$ cat config.mk
export PLATFORM = sky130hd
export DESIGN_NAME = cpu16Top
export DESIGN_NICKNAME = d
export VERILOG_FILES = /design/src/common/cpu16IsaPkg.sv /design/src/common/cpu16PipePkg.sv /design/src/common/cpu16FwdIf.sv /design/src/decode/decodeStage.sv /design/src/decode/registerFile.sv /design/src/verilog/cpu16Top.sv /design/src/verilog/executeStage.sv /design/src/verilog/fetchUnit.sv /design/src/verilog/memWbStage.sv
export VERILOG_INCLUDE_DIRS = /design/src /design/src/common
export SDC_FILE = /design/constraint.sdc
export NUM_CORES = 1
export LEC_CHECK = 0
export BUFFER_PORTS_ARGS = -buffer_cell sky130_fd_sc_hd__buf_2
export CORE_MARGIN = 1.5
export CORE_UTILIZATION = 40
export CTS_BUF_LIST = sky130_fd_sc_hd__clkbuf_16
export CTS_CLUSTER_SIZE = 30
export DETAILED_ROUTE_END_ITERATION = 10
export MAX_ROUTING_LAYER = met4
export PLACE_DENSITY = 0.58
export SYNTH_ARGS = -nofsm -noshare
export SYNTH_HDL_FRONTEND = slang
export SYNTH_SLANG_ARGS = --single-unit
$ cat constraint.sdc
create_clock -name CLK -period 6.2 [get_ports CLK]
set_input_delay 1.24 -clock CLK [delete_from_list [all_inputs] [get_ports CLK]]
set_output_delay 1.24 -clock CLK [all_outputs]
set_load 0.01 [all_outputs]
$ cat src/common/cpu16_config.svh
`ifndef CPU16_CONFIG_SVH
`define CPU16_CONFIG_SVH

// datapath and address width
`define CPU16_XLEN 16

// register index width and count
`define CPU16_REG_ADDR_W 3
`define CPU16_NUM_REGS 8

// first fetch address out of reset
`define CPU16_RESET_PC 16'h0000

`endif

$ cat src/common/cpu16IsaPkg.sv
`default_nettype none

`include "cpu16_config.svh"

package cpu16IsaPkg;

	typedef logic [`CPU16_XLEN-1:0] wordT;
	typedef logic [`CPU16_REG_ADDR_W-1:0] regIdxT;

	// ----------------------------------------------------------------------------
	// opcodes, bits 15..11 of the instruction word
	// ----------------------------------------------------------------------------
	typedef enum logic [4:0]
	{
		OP_NOP   = 5'b00001,
		OP_BEQZ  = 5'b00100,
		OP_ADDIU = 5'b01001,
		OP_LI    = 5'b01101,
		OP_LW    = 5'b10011,
		OP_SW    = 5'b11011,
		OP_SUBU  = 5'b11000,
		OP_ADDU  = 5'b11100,
		OP_JR    = 5'b11101,
		OP_AND   = 5'b11110,
		OP_OR    = 5'b11111
	} opcodeT;

	// field layout; immediates overlay the low bits
	typedef struct packed
	{
		opcodeT opcode;
		regIdxT rx;
		regIdxT ry;
		regIdxT rz;
		logic [1:0] func;
	} instrT;

	// bubble inserted by squash and reset
	localparam wordT INSTR_NOP = {OP_NOP, {(`CPU16_XLEN-5){1'b0}}};

endpackage

`default_nettype wire

$ cat src/common/cpu16PipePkg.sv
`default_nettype none

package cpu16PipePkg;

	typedef enum logic [2:0]
	{
		ALU_ADD,
		ALU_SUB,
		ALU_AND,
		ALU_OR,
		ALU_PASSB
	} aluOpT;

	// operand source in execute
	typedef enum logic [1:0]
	{
		FWD_REGFILE,
		FWD_FROM_MEM,
		FWD_FROM_WB
	} fwdSelT;

	// which field names the destination register
	typedef enum logic [1:0]
	{
		DST_RX,
		DST_RY,
		DST_RZ
	} dstSelT;

	// ----------------------------------------------------------------------------
	// decoded control, carried from decode through memory
	// ----------------------------------------------------------------------------
	typedef struct packed
	{
		aluOpT aluOp;
		logic src2Imm;
		logic regWrite;
		logic memRead;
		logic memWrite;
		logic memToReg;
		logic branch;
		logic jump;
		dstSelT dstSelect;
	} ctrlT;

endpackage

`default_nettype wire

$ cat src/common/cpu16FwdIf.sv
`timescale 1ns/1ns
`default_nettype none

interface cpu16FwdIf import cpu16IsaPkg::*; ();

	// execute/memory register contents
	logic memRegWrite;
	regIdxT memDest;
	wordT memResult;

	// memory/write-back register contents
	logic wbRegWrite;
	regIdxT wbDest;
	wordT wbData;

	modport memSrc (output memRegWrite, memDest, memResult);

	// memory stage also needs the address and destination
	modport wbSrc (input memDest, memResult, output wbRegWrite, wbDest, wbData);

	modport sink (input memRegWrite, memDest, memResult, wbRegWrite, wbDest, wbData);

endinterface

`default_nettype wire

$ cat src/decode/decodeStage.sv
`timescale 1ns/1ns
`default_nettype none

module decodeStage import cpu16IsaPkg::*; import cpu16PipePkg::*; (
	input logic CLK,
	input logic RST,
	input logic jumpTaken,
	input logic branchTaken,
	input wordT idInstr,
	input wordT idPcPlus,
	input wordT rdData1,
	input wordT rdData2,
	output regIdxT rdAddr1,
	output regIdxT rdAddr2,
	output logic stall,
	output ctrlT exCtrl,
	output wordT exPcPlus,
	output wordT exOp1,
	output wordT exOp2,
	output wordT exImm,
	output regIdxT exRx,
	output regIdxT exRy,
	output regIdxT exRz
);

	instrT inst;
	ctrlT ctrl;
	wordT imm;
	logic loadUse;
	logic bubble;

	assign inst = instrT'(idInstr);
	assign rdAddr1 = inst.rx;
	assign rdAddr2 = inst.ry;

	// ----------------------------------------------------------------------------
	// opcode to control
	// ----------------------------------------------------------------------------
	always_comb
	begin
		ctrl = '0;
		ctrl.aluOp = ALU_ADD;
		ctrl.dstSelect = DST_RZ;
		case (inst.opcode)
			OP_ADDU: ctrl.regWrite = 1'b1;
			OP_SUBU:
			begin
				ctrl.aluOp = ALU_SUB;
				ctrl.regWrite = 1'b1;
			end
			OP_AND:
			begin
				ctrl.aluOp = ALU_AND;
				ctrl.regWrite = 1'b1;
			end
			OP_OR:
			begin
				ctrl.aluOp = ALU_OR;
				ctrl.regWrite = 1'b1;
			end
			OP_ADDIU:
			begin
				ctrl.src2Imm = 1'b1;
				ctrl.regWrite = 1'b1;
				ctrl.dstSelect = DST_RX;
			end
			OP_LI:
			begin
				ctrl.aluOp = ALU_PASSB;
				ctrl.src2Imm = 1'b1;
				ctrl.regWrite = 1'b1;
				ctrl.dstSelect = DST_RX;
			end
			OP_LW:
			begin
				ctrl.src2Imm = 1'b1;
				ctrl.regWrite = 1'b1;
				ctrl.memRead = 1'b1;
				ctrl.memToReg = 1'b1;
				ctrl.dstSelect = DST_RY;
			end
			// address is rx + imm, data is ry
			OP_SW:
			begin
				ctrl.src2Imm = 1'b1;
				ctrl.memWrite = 1'b1;
			end
			OP_BEQZ: ctrl.branch = 1'b1;
			OP_JR: ctrl.jump = 1'b1;
			default: ctrl.regWrite = 1'b0;
		endcase
	end

	// imm8 zero-extended for LI only, imm5 for memory ops
	always_comb
	begin
		case (inst.opcode)
			OP_LI: imm = wordT'(idInstr[7:0]);
			OP_ADDIU, OP_BEQZ: imm = wordT'(signed'(idInstr[7:0]));
			OP_LW, OP_SW: imm = wordT'(signed'(idInstr[4:0]));
			default: imm = '0;
		endcase
	end

	// load in execute feeding rx or ry here
	assign loadUse = exCtrl.memRead && ((exRy == inst.rx) || (exRy == inst.ry));

	// a redirect squashes this instruction anyway, so no hold then
	assign stall = loadUse && !jumpTaken && !branchTaken;
	assign bubble = loadUse || jumpTaken || branchTaken;

	// ----------------------------------------------------------------------------
	// decode/execute register
	// ----------------------------------------------------------------------------
	always_ff @(posedge CLK or negedge RST)
	begin
		if (!RST)
			exCtrl <= '0;
		else
			exCtrl <= bubble ? ctrlT'('0) : ctrl;
	end

	always_ff @(posedge CLK)
	begin
		exPcPlus <= idPcPlus;
		exOp1 <= rdData1;
		exOp2 <= rdData2;
		exImm <= imm;
		exRx <= inst.rx;
		exRy <= inst.ry;
		exRz <= inst.rz;
	end

endmodule

`default_nettype wire

$ cat src/decode/registerFile.sv
`timescale 1ns/1ns
`default_nettype none

`include "cpu16_config.svh"

module registerFile import cpu16IsaPkg::*; (
	input logic CLK,
	input logic RST,
	input regIdxT rdAddr1,
	input regIdxT rdAddr2,
	output wordT rdData1,
	output wordT rdData2,
	cpu16FwdIf.sink fwd
);

	wordT regs [`CPU16_NUM_REGS];

	// same-cycle write shows through on the read side
	function automatic wordT readPort(input regIdxT addr);
		if (fwd.wbRegWrite && (fwd.wbDest == addr))
			return fwd.wbData;
		return regs[addr];
	endfunction

	always_ff @(posedge CLK or negedge RST)
	begin
		if (!RST)
		begin
			for (int i = 0; i < `CPU16_NUM_REGS; i++)
				regs[i] <= '0;
		end
		else if (fwd.wbRegWrite)
			regs[fwd.wbDest] <= fwd.wbData;
	end

	always_comb
	begin
		rdData1 = readPort(rdAddr1);
		rdData2 = readPort(rdAddr2);
	end

endmodule

`default_nettype wire

$ cat src/verilog/cpu16Top.sv
`timescale 1ns/1ns
`default_nettype none

module cpu16Top import cpu16IsaPkg::*; import cpu16PipePkg::*; (
	input logic CLK,
	input logic RST,
	output wordT instrAddr,
	input wordT instrData,
	output wordT dataAddr,
	output wordT dataWrData,
	output logic dataWrEn,
	output logic dataRdEn,
	input wordT dataRdData,
	output logic regWrValid,
	output regIdxT regWrAddr,
	output wordT regWrData
);

	// redirect and hold
	logic stall;
	logic jumpTaken;
	logic branchTaken;
	wordT jumpTarget;
	wordT branchTarget;

	// fetch/decode
	wordT idInstr;
	wordT idPcPlus;

	// register file ports
	regIdxT rdAddr1;
	regIdxT rdAddr2;
	wordT rdData1;
	wordT rdData2;

	// decode/execute
	ctrlT exCtrl;
	wordT exPcPlus;
	wordT exOp1;
	wordT exOp2;
	wordT exImm;
	regIdxT exRx;
	regIdxT exRy;
	regIdxT exRz;

	// execute/memory
	ctrlT memCtrl;
	logic memZero;
	wordT memBranchTarget;
	wordT memStoreData;

	cpu16FwdIf fwdBus ();

	fetchUnit u_fetch (
		.CLK(CLK), .RST(RST), .stall(stall),
		.jumpTaken(jumpTaken), .branchTaken(branchTaken),
		.jumpTarget(jumpTarget), .branchTarget(branchTarget),
		.instrData(instrData), .instrAddr(instrAddr),
		.idInstr(idInstr), .idPcPlus(idPcPlus)
	);

	decodeStage u_decode (
		.CLK(CLK), .RST(RST), .jumpTaken(jumpTaken), .branchTaken(branchTaken),
		.idInstr(idInstr), .idPcPlus(idPcPlus),
		.rdData1(rdData1), .rdData2(rdData2), .rdAddr1(rdAddr1), .rdAddr2(rdAddr2),
		.stall(stall), .exCtrl(exCtrl), .exPcPlus(exPcPlus),
		.exOp1(exOp1), .exOp2(exOp2), .exImm(exImm),
		.exRx(exRx), .exRy(exRy), .exRz(exRz)
	);

	registerFile u_regs (
		.CLK(CLK), .RST(RST),
		.rdAddr1(rdAddr1), .rdAddr2(rdAddr2),
		.rdData1(rdData1), .rdData2(rdData2),
		.fwd(fwdBus)
	);

	executeStage u_execute (
		.CLK(CLK), .RST(RST), .exCtrl(exCtrl), .exPcPlus(exPcPlus),
		.exOp1(exOp1), .exOp2(exOp2), .exImm(exImm),
		.exRx(exRx), .exRy(exRy), .exRz(exRz),
		.fwd(fwdBus), .fwdRd(fwdBus),
		.jumpTaken(jumpTaken), .jumpTarget(jumpTarget),
		.memCtrl(memCtrl), .memZero(memZero),
		.memBranchTarget(memBranchTarget), .memStoreData(memStoreData)
	);

	memWbStage u_memWb (
		.CLK(CLK), .RST(RST), .memCtrl(memCtrl), .memZero(memZero),
		.memBranchTarget(memBranchTarget), .memStoreData(memStoreData),
		.fwd(fwdBus), .branchTaken(branchTaken), .branchTarget(branchTarget),
		.dataAddr(dataAddr), .dataWrData(dataWrData),
		.dataWrEn(dataWrEn), .dataRdEn(dataRdEn), .dataRdData(dataRdData),
		.regWrValid(regWrValid), .regWrAddr(regWrAddr), .regWrData(regWrData)
	);

endmodule

`default_nettype wire

$ cat src/verilog/executeStage.sv
`timescale 1ns/1ns
`default_nettype none

module executeStage import cpu16IsaPkg::*; import cpu16PipePkg::*; (
	input logic CLK,
	input logic RST,
	input ctrlT exCtrl,
	input wordT exPcPlus,
	input wordT exOp1,
	input wordT exOp2,
	input wordT exImm,
	input regIdxT exRx,
	input regIdxT exRy,
	input regIdxT exRz,
	cpu16FwdIf.memSrc fwd,
	cpu16FwdIf.sink fwdRd,
	output logic jumpTaken,
	output wordT jumpTarget,
	output ctrlT memCtrl,
	output logic memZero,
	output wordT memBranchTarget,
	output wordT memStoreData
);

	fwdSelT sel1;
	fwdSelT sel2;
	wordT op1;
	wordT op2;
	wordT aluB;
	wordT aluRes;
	regIdxT dest;
	wordT memResultQ;
	regIdxT memDestQ;

	// younger producer wins
	function automatic fwdSelT pickSrc(input regIdxT src);
		if (fwdRd.memRegWrite && (fwdRd.memDest == src))
			return FWD_FROM_MEM;
		if (fwdRd.wbRegWrite && (fwdRd.wbDest == src))
			return FWD_FROM_WB;
		return FWD_REGFILE;
	endfunction

	function automatic wordT pickOperand(input fwdSelT sel, input wordT regVal);
		case (sel)
			FWD_FROM_MEM: return fwdRd.memResult;
			FWD_FROM_WB: return fwdRd.wbData;
			default: return regVal;
		endcase
	endfunction

	always_comb
	begin
		sel1 = pickSrc(exRx);
		sel2 = pickSrc(exRy);
		op1 = pickOperand(sel1, exOp1);
		op2 = pickOperand(sel2, exOp2);
	end

	// ----------------------------------------------------------------------------
	// ALU
	// ----------------------------------------------------------------------------
	assign aluB = exCtrl.src2Imm ? exImm : op2;

	always_comb
	begin
		case (exCtrl.aluOp)
			ALU_ADD: aluRes = op1 + aluB;
			ALU_SUB: aluRes = op1 - aluB;
			ALU_AND: aluRes = op1 & aluB;
			ALU_OR: aluRes = op1 | aluB;
			ALU_PASSB: aluRes = aluB;
			default: aluRes = '0;
		endcase
	end

	always_comb
	begin
		case (exCtrl.dstSelect)
			DST_RX: dest = exRx;
			DST_RY: dest = exRy;
			default: dest = exRz;
		endcase
	end

	// JR resolves here on the forwarded rx
	assign jumpTaken = exCtrl.jump;
	assign jumpTarget = op1;

	// ----------------------------------------------------------------------------
	// execute/memory register
	// ----------------------------------------------------------------------------
	always_ff @(posedge CLK or negedge RST)
	begin
		if (!RST)
			memCtrl <= '0;
		else
			memCtrl <= exCtrl;
	end

	always_ff @(posedge CLK)
	begin
		memResultQ <= aluRes;
		memDestQ <= dest;
		// BEQZ tests rx
		memZero <= (op1 == '0);
		memBranchTarget <= exPcPlus + exImm;
		memStoreData <= op2;
	end

	assign fwd.memRegWrite = memCtrl.regWrite;
	assign fwd.memDest = memDestQ;
	assign fwd.memResult = memResultQ;

endmodule

`default_nettype wire

$ cat src/verilog/fetchUnit.sv
`timescale 1ns/1ns
`default_nettype none

`include "cpu16_config.svh"

module fetchUnit import cpu16IsaPkg::*; (
	input logic CLK,
	input logic RST,
	input logic stall,
	input logic jumpTaken,
	input logic branchTaken,
	input wordT jumpTarget,
	input wordT branchTarget,
	input wordT instrData,
	output wordT instrAddr,
	output wordT idInstr,
	output wordT idPcPlus
);

	wordT pc;
	wordT pcPlus;

	assign instrAddr = pc;
	assign pcPlus = pc + wordT'(1);

	// hold beats jump, jump beats branch
	always_ff @(posedge CLK or negedge RST)
	begin
		if (!RST)
			pc <= `CPU16_RESET_PC;
		else if (!stall)
		begin
			if (jumpTaken)
				pc <= jumpTarget;
			else if (branchTaken)
				pc <= branchTarget;
			else
				pc <= pcPlus;
		end
	end

	// ----------------------------------------------------------------------------
	// fetch/decode register
	// ----------------------------------------------------------------------------
	always_ff @(posedge CLK or negedge RST)
	begin
		if (!RST)
			idInstr <= INSTR_NOP;
		else if (!stall)
			idInstr <= (jumpTaken || branchTaken) ? INSTR_NOP : instrData;
	end

	// pc + 1 feeds the branch target adder
	always_ff @(posedge CLK)
	begin
		if (!stall)
			idPcPlus <= pcPlus;
	end

endmodule

`default_nettype wire

$ cat src/verilog/memWbStage.sv
`timescale 1ns/1ns
`default_nettype none

module memWbStage import cpu16IsaPkg::*; import cpu16PipePkg::*; (
	input logic CLK,
	input logic RST,
	input ctrlT memCtrl,
	input logic memZero,
	input wordT memBranchTarget,
	input wordT memStoreData,
	cpu16FwdIf.wbSrc fwd,
	output logic branchTaken,
	output wordT branchTarget,
	output wordT dataAddr,
	output wordT dataWrData,
	output logic dataWrEn,
	output logic dataRdEn,
	input wordT dataRdData,
	output logic regWrValid,
	output regIdxT regWrAddr,
	output wordT regWrData
);

	logic wbRegWrite;
	logic wbMemToReg;
	regIdxT wbDest;
	wordT wbLoad;
	wordT wbAlu;
	wordT wbData;

	// data port, combinational
	assign dataAddr = fwd.memResult;
	assign dataWrData = memStoreData;
	assign dataWrEn = memCtrl.memWrite;
	assign dataRdEn = memCtrl.memRead;

	// the instruction now in execute is the delay slot
	assign branchTaken = memCtrl.branch && memZero;
	assign branchTarget = memBranchTarget;

	// ----------------------------------------------------------------------------
	// memory/write-back register
	// ----------------------------------------------------------------------------
	always_ff @(posedge CLK or negedge RST)
	begin
		if (!RST)
		begin
			wbRegWrite <= 1'b0;
			wbMemToReg <= 1'b0;
		end
		else
		begin
			wbRegWrite <= memCtrl.regWrite;
			wbMemToReg <= memCtrl.memToReg;
		end
	end

	always_ff @(posedge CLK)
	begin
		wbDest <= fwd.memDest;
		wbLoad <= dataRdData;
		wbAlu <= fwd.memResult;
	end

	assign wbData = wbMemToReg ? wbLoad : wbAlu;

	assign fwd.wbRegWrite = wbRegWrite;
	assign fwd.wbDest = wbDest;
	assign fwd.wbData = wbData;

	// retirement
	assign regWrValid = wbRegWrite;
	assign regWrAddr = wbDest;
	assign regWrData = wbData;

endmodule

`default_nettype wire
== Word level (Yosys, flattened, before mapping) ==
Index checks and enable logic that the tools add are counted.
Cells by class
  add/subtract/negate cells: 4
  magnitude comparators: 4
  eq/ne operators: 27
  multiplexer cells: 48
  bitwise operators: 5
  reduce and logical (&&, ||, !) cells: 25
Operators with widths (number)
  16-bit two-way mux: 14
  128-bit bitwise mux: 1
  16-bit binary-select mux with 3-bit select: 2
  16-bit case mux with 5 select lines: 1
  16-bit case mux with 2 select lines: 2
  16-bit demux with 3-bit select: 1
  16-bit case mux with 3 select lines: 1
  5-bit equality test, second input constant: 7
  16-bit adder: 2
  3-bit equality test: 8
  16-bit by 1-bit adder with 16-bit output, second input constant: 1
  16-bit bitwise AND: 1
  16-bit zero test: 1
  2-bit two-way mux: 8
  16-bit OR: 1
  16-bit subtractor: 1
  1-bit two-way mux: 14
  4-bit >= comparator, second input constant: 3
  12-bit two-way mux: 1
  3-bit NOT with 4-bit output: 3
  3-bit case mux with 4 select lines: 1
  1-bit logical AND: 11
  5-bit by 4-bit equality test with 1-bit output, second input constant: 2
  7-bit OR reduction: 1
  other kinds (15): 25
Word-level totals
  register bits after elaboration: 355
  input port bits: 34
  output and inout port bits: 70
  logic and storage cells: 155

== Logic depth before layout (Yosys ltp) ==
  depth in word-level cells: 11
  gate-level depth with buffers: 25
  depth with buffers taken out: 21

== Cells and area by module ==
From an unflattened synthesis, not the netlist that was laid out.
Second synthesis, totals
  cells, all modules: 1499
  area total of the unflattened synthesis: 18178.7 µm²
Modules (own cells, without submodules)
  registerFile: times used 1, cells an instance 452, area each 7508.5 µm², seq. area each 3203.1 µm²
  executeStage: times used 1, cells an instance 527, area each 4573.1 µm², seq. area each 1341.3 µm²
  fetchUnit: times used 1, cells an instance 236, area each 2364.8 µm², seq. area each 1282.5 µm²
  decodeStage: times used 1, cells an instance 158, area each 2200.9 µm², seq. area each 1571.5 µm²
  memWbStage: times used 1, cells an instance 126, area each 1531.5 µm², seq. area each 750.7 µm²

== Least setup slack after synthesis ==
Ideal clock, no wire load.
  path type: reg2reg
  start point: register u_decode.exRy[0]
  end point: register u_execute.memResultQ[14] (netlist: u_execute.fwd.memResult[14])
  arrival time: 4308 ps
  required time: 6113 ps
  setup slack: 1805 ps
  stages on the path, launching flop included: 25
  path through: dfxtp_1 -> buf_4 -> xnor2_1 -> and4_1 -> clkbuf_1 -> buf_2 -> buf_2 -> buf_2 -> o21ai_0 -> mux2_2 -> inv_1 -> ha_1 -> nand2_1 -> o21a_1 -> inv_1 -> fa_1 -> nor2b_1 -> o21ai_0 -> a21boi_0 -> o211a_1 -> o2111ai_1 -> a31oi_1 -> a31oi_1 -> xor2_1 -> o31ai_1
Between the ends
  cells in the longest elaborated chain, start to end: 11
  elaborated cells between the ends (all ways): 19
RTL lines
  start, declared: line decodeStage.sv:22  | output regIdxT exRy,
  start signal, assigned: line decodeStage.sv:130  | exRy <= inst.ry;
  3-bit equality test: line executeStage.sv:39  | if (fwdRd.wbRegWrite && (fwdRd.wbDest == src))
  1-bit logical AND: line executeStage.sv:39
  1-bit two-way mux (2 in a row): line executeStage.sv:39
  2-bit two-way mux: line executeStage.sv:41  | return FWD_REGFILE;
  2-bit two-way mux *: line executeStage.sv:39
  2-bit equality test or 2-bit by 1-bit equality test with 1-bit output (tied branches): line executeStage.sv:45  | case (sel)
  16-bit case mux with 2 select lines *: line executeStage.sv:45
  via u_execute.op2[0]: line executeStage.sv:28  | wordT op2;
  16-bit two-way mux *: line executeStage.sv:63  | assign aluB = exCtrl.src2Imm ? exImm : op2;
  16-bit subtractor or 16-bit adder (tied branches): line executeStage.sv:69, executeStage.sv:68
  16-bit case mux with 5 select lines *: line executeStage.sv:67  | case (exCtrl.aluOp)
  end signal, assigned: line executeStage.sv:103  | memResultQ <= aluRes;
  end, declared: line executeStage.sv:32  | wordT memResultQ;
Mark *: on every way through the listed nets, which the timed path passes. The rest lies on a longest branch. The select of a mux whose other input is x is not followed.
A chain may end at the register's enable or synchronous reset.

== Final worst setup path ==
  start point: register u_memWb.wbDest[1] (netlist: u_memWb.fwd.wbDest[1])
  end point: register u_execute.memResultQ[15] (netlist: u_execute.fwd.memResult[15])
Between the ends
  cells in the longest elaborated chain, start to end: 11
  elaborated cells between the ends (all ways): 26
RTL lines
  start, declared: line memWbStage.sv:26  | regIdxT wbDest;
  start signal, assigned: line memWbStage.sv:60  | wbDest <= fwd.memDest;
  3-bit equality test: line executeStage.sv:39
  1-bit logical AND: line executeStage.sv:39
  1-bit two-way mux (2 in a row): line executeStage.sv:39
  2-bit two-way mux: line executeStage.sv:41
  2-bit two-way mux: line executeStage.sv:39
  2-bit equality test or 2-bit by 1-bit equality test with 1-bit output (tied branches): line executeStage.sv:45
  16-bit case mux with 2 select lines: line executeStage.sv:45
  16-bit two-way mux: line executeStage.sv:63
  16-bit subtractor (tied with other cells): line executeStage.sv:69  | ALU_SUB: aluRes = op1 - aluB;
  16-bit case mux with 5 select lines *: line executeStage.sv:67
Mark *: on every way between the ends. The rest lies on a longest branch, timed or not. The select of a mux whose other input is x is not followed.

==> impl_metrics.csv <==
group,metric,value,unit
yosys,ys_warn_count,0,
die,start_util,0.405,
die,chipHeight,206,um
detailed_routing,post-route-drc-count,0,
critical_path,critPathMaxFanout,13,
timing,drv_slew,0,
yosys,ys_async_sr_fraction,0.510,
timing,relSlewSlack,0.283,
yosys,ys_seq_area_frac,0.480,
yosys,synth_edf_count,16,
clock_network,htreeDepth,2,
yosys,synth_seq_cells,345,
finish,syn2layout_area_growth,13.5,%
detailed_routing,wirelength,48.3,mm
clock_network,postCtsSetupBuffers,0,
place,dp_cells,2201,
yosys,syn_nets,1693,
global_routing,use_met2,0.380,
yosys,synth_commonest_cells,"nor2_1 (198), dfrtp_1 (175), a21oi_1 (160)",
yosys,ys.flop_type,"dfrtp_1",
critical_path,start_kind,"flip-flop",
die,die_x,206,um
critical_path,required,6.70,ns
critical_path,max_stage_delay,0.66,ns
pwr,combPwrFrac,0.411,
timing,worst_pin_slew,1.08,ns
timing,fmax,191,MHz
timing,rsz0062_at_grt,"false",
global_routing,grt.overflow.total,0,
detailed_routing,drtAntennaViolNets,0,
timing,tns,0,ns
detailed_routing,vias,12423,
die,io_pins,104,
yosys,synth.most_common_cell,"nor2_1",
clock_network,clk_pin_slew,0.06,ns
timing,hold_violations,0,
pwr,p_sw,3.81,mW
pwr,swShare,0.380,
pwr,p_per_area,534,nW/um^2
detailed_routing,dr.pass1.iters,5,
clock_network,ctsHoldBuffers,0,
pwr,vdd_drop_max,0.000195,V
critical_path,slowest_stage,"dfxtp_1",
global_routing,grt_max_degree,84,
run,maxCapViolCount,0,
yosys,synthCells,1623,
pwr,p_leak,8.13,nW
timing,finClkSkew,0.0319,ns
hold_path,hold_path_class,"reg2reg",
yosys,syn_area,16500,um^2
clock_network,clockBufferDepth,3,
global_routing,grt_use_met1,0.304,
global_routing,met3_usage,0.0424,
finish,fin_area,18800,um^2
detailed_routing,viasPerCell,5.48,
place,dp_hpwl,33.2,mm
critical_path,worstSetupPathType,"reg2reg",
clock_network,cts_tree,"yes",
global_routing,globalRoute.busiestLayer,"met2",
finish,fillerInstances,3795,
clock_network,post_cts_resized,0,
pwr,clockPowerShare,0.208,
die,std_cell_rows,74,
die,die_area,42600,um^2
finish,nets,1778,
detailed_routing,drt_iter0_drc,909,
clock_network,cts_buffers,37,
pwr,intPower,6.23,mW
yosys,synth_top_area_frac,0.265,
place,placed_cell_area,17700,um^2
place,place.port_buffers,103,
critical_path,critPathCaptureType,"flip-flop",
finish,drive_gt1_frac,0.179,
yosys,synth.area.top_cells,"dfrtp_1 (26%), dfxtp_1 (19%), mux4_2 (8.7%), a21oi_1 (4.8%), nor2_1 (4.5%)",
yosys,syn_avg_cell_area,10.2,um^2
global_routing,antenna_found_initial,1,
yosys,yosys.area.top_type,"dfrtp_1",
run_status,status,"completed",
critical_path,critPathBufInv,0,
clock_network,cts_num_sinks,345,
critical_path,path_delay_family,"simple AND/OR/NAND/NOR gates",
clock_network,clock_latency,0.55,ns
timing,period_share,0.845,
timing,whs,0.321,ns
pwr,p_seq_frac,0.381,
global_routing,track_usage,0.238,
critical_path,cp_cell_sequence,"xnor2_1 > and4_1 > mux2_1 > a221oi_1 > and4_1 > a31oi_1 > xor2_1 > ha_1 > nand3_1 > a21oi_1 > o31ai_1 > o211a_1 > or4_1 > o31ai_1 > a211oi_1 > nand2_1",
global_routing,grt_first_pass_wirelength,73.4,mm
clock_network,clock-root-buffer,"clkbuf_16",
timing,fin_crit,5.24,ns
pwr,totalPowerFinal,10.0,mW
yosys,synth_cell_types,78,
critical_path,arrival,5.73,ns
die,core_area,40800,um^2
global_routing,grt_pass1_vias,12057,
finish,final_cells,2269,
detailed_routing,detail_route.wl_per_cell,21.3,um
timing,finalSetupViolCount,0,
place,gp_congestion,0.942,
## registers in the layout, indices dropped and copies added (netlist names), 9 cells and up
signal and cells:
u_fetch.idInstr 16, u_fetch.instrAddr 16, u_decode.exImm 9, u_fetch.idPcPlus 16, u_execute.fwd.memResult 16, u_decode.exOp1 16
u_regs.regs 128, u_memWb.wbAlu 16, u_execute.memStoreData 16, u_decode.exCtrl 10, u_memWb.wbLoad 16, u_decode.exOp2 16
u_execute.memBranchTarget 16, u_decode.exPcPlus 16
## cell usage in the layout, fill, tap and decap left out, types with 8 or more instances in the layout
cell	synthesis	layout
a211oi_1	10	10
a21o_1	10	10
a21oi_1	160	160
a22o_1	15	15
a31oi_1	9	9
and2_1	12	12
and3_1	8	8
buf_2	5	102
buf_4	2	47
clkbuf_16	0	39
clkinv_1	2	8
dfrtp_1	175	173
dfxtp_1	153	153
edfxtp_1	16	16
ha_1	34	34
inv_1	49	61
maj3_1	15	15
mux2_2	9	9
mux2i_1	52	52
mux2i_2	8	8
mux4_2	64	64
nand2_1	144	144
nand3_1	15	15
nand4_1	11	11
nor2_1	198	198
nor2b_1	14	14
nor3_1	20	18
o21a_1	8	8
o21ai_0	112	112
o22ai_1	9	9
xnor2_1	50	50
xor2_1	24	24
## metal layers
metal,share of wire,vias to the layer above
met1,0.44,6107
met4,0.033,0
met5,0,-
met3,0.052,79
li1,-,5914
met2,0.48,323
## layout make-up
cell class	instances	area, um^2	area share
Inverter	55	206	0.0110
Clock buffer	39	976	0.0519
Tap cell	532	666	0.0354
Antenna cell	1	2.50	0.000133
Multi-Input combinational cell	1119	7960	0.423
Timing Repair Buffer	150	875	0.0465
Sequential cell	345	7950	0.423
Clock inverter	28	159	0.00846
## path summary, 6_finish.rpt
kind | start | end | cells past startpoint | slack (ns)
max in group asynchronous | RST | u_fetch.idInstr[8] | 2 | 4.17
setup / recovery | u_memWb.fwd.wbDest[1] | u_execute.fwd.memResult[15] | 16 | 0.96
min in group asynchronous | RST | u_regs.regs[26] | 1 | 0.76
hold reg to reg | u_decode.exCtrl[5] | u_execute.memCtrl[5] | 0 | 0.32
hold / removal | u_decode.exCtrl[5] | u_execute.memCtrl[5] | 0 | 0.32
setup reg to reg | u_memWb.fwd.wbDest[1] | u_execute.fwd.memResult[15] | 16 | 0.96
## stage by stage
| step | util | worst slack (ns) |
|---|---|---|
| 4_1_cts | 0.460 | 1.02 |
| 3_5_place_dp | 0.432 | 1.01 |
| 3_3_place_gp | 0.432 | 1.13 |
| 2_1_floorplan | - | 1.81 |
| 5_1_grt | 0.460 | 0.580 |
| 6_report | 0.460 | 0.964 |
## power by group through the flow
| stage | clock (mW) | sequential, mW | combinational [mW] |
|---|---|---|---|
| finish | 2.09 | 3.83 | 4.12 |
| floorplan | 0 | 3.70 | 2.86 |
| CTS | 2.14 | 3.82 | 4.12 |
| detailed placement | 0 | 3.86 | 4.09 |
| global route | 2.23 | 3.94 | 4.56 |
| global placement | 0 | 3.83 | 4.05 |
## cell families (layout without fill, tap and decap cells)
family | after synthesis | in the layout | synth area share
and+or+nand+nor | 467 | 467 | 0.126
AOI/OAI and AO/OA | 391 | 391 | 0.144
DFF | 345 | 345 | 0.480
buffers and inverters | 159 | 272 | 0.0401
muxes | 135 | 135 | 0.133
xor gates and xnor gates | 75 | 75 | 0.0401
adders and majority gates | 51 | 51 | 0.0372
other | 0 | 1 | 0
No activity file was read; power rests on OpenSTA's default activity.
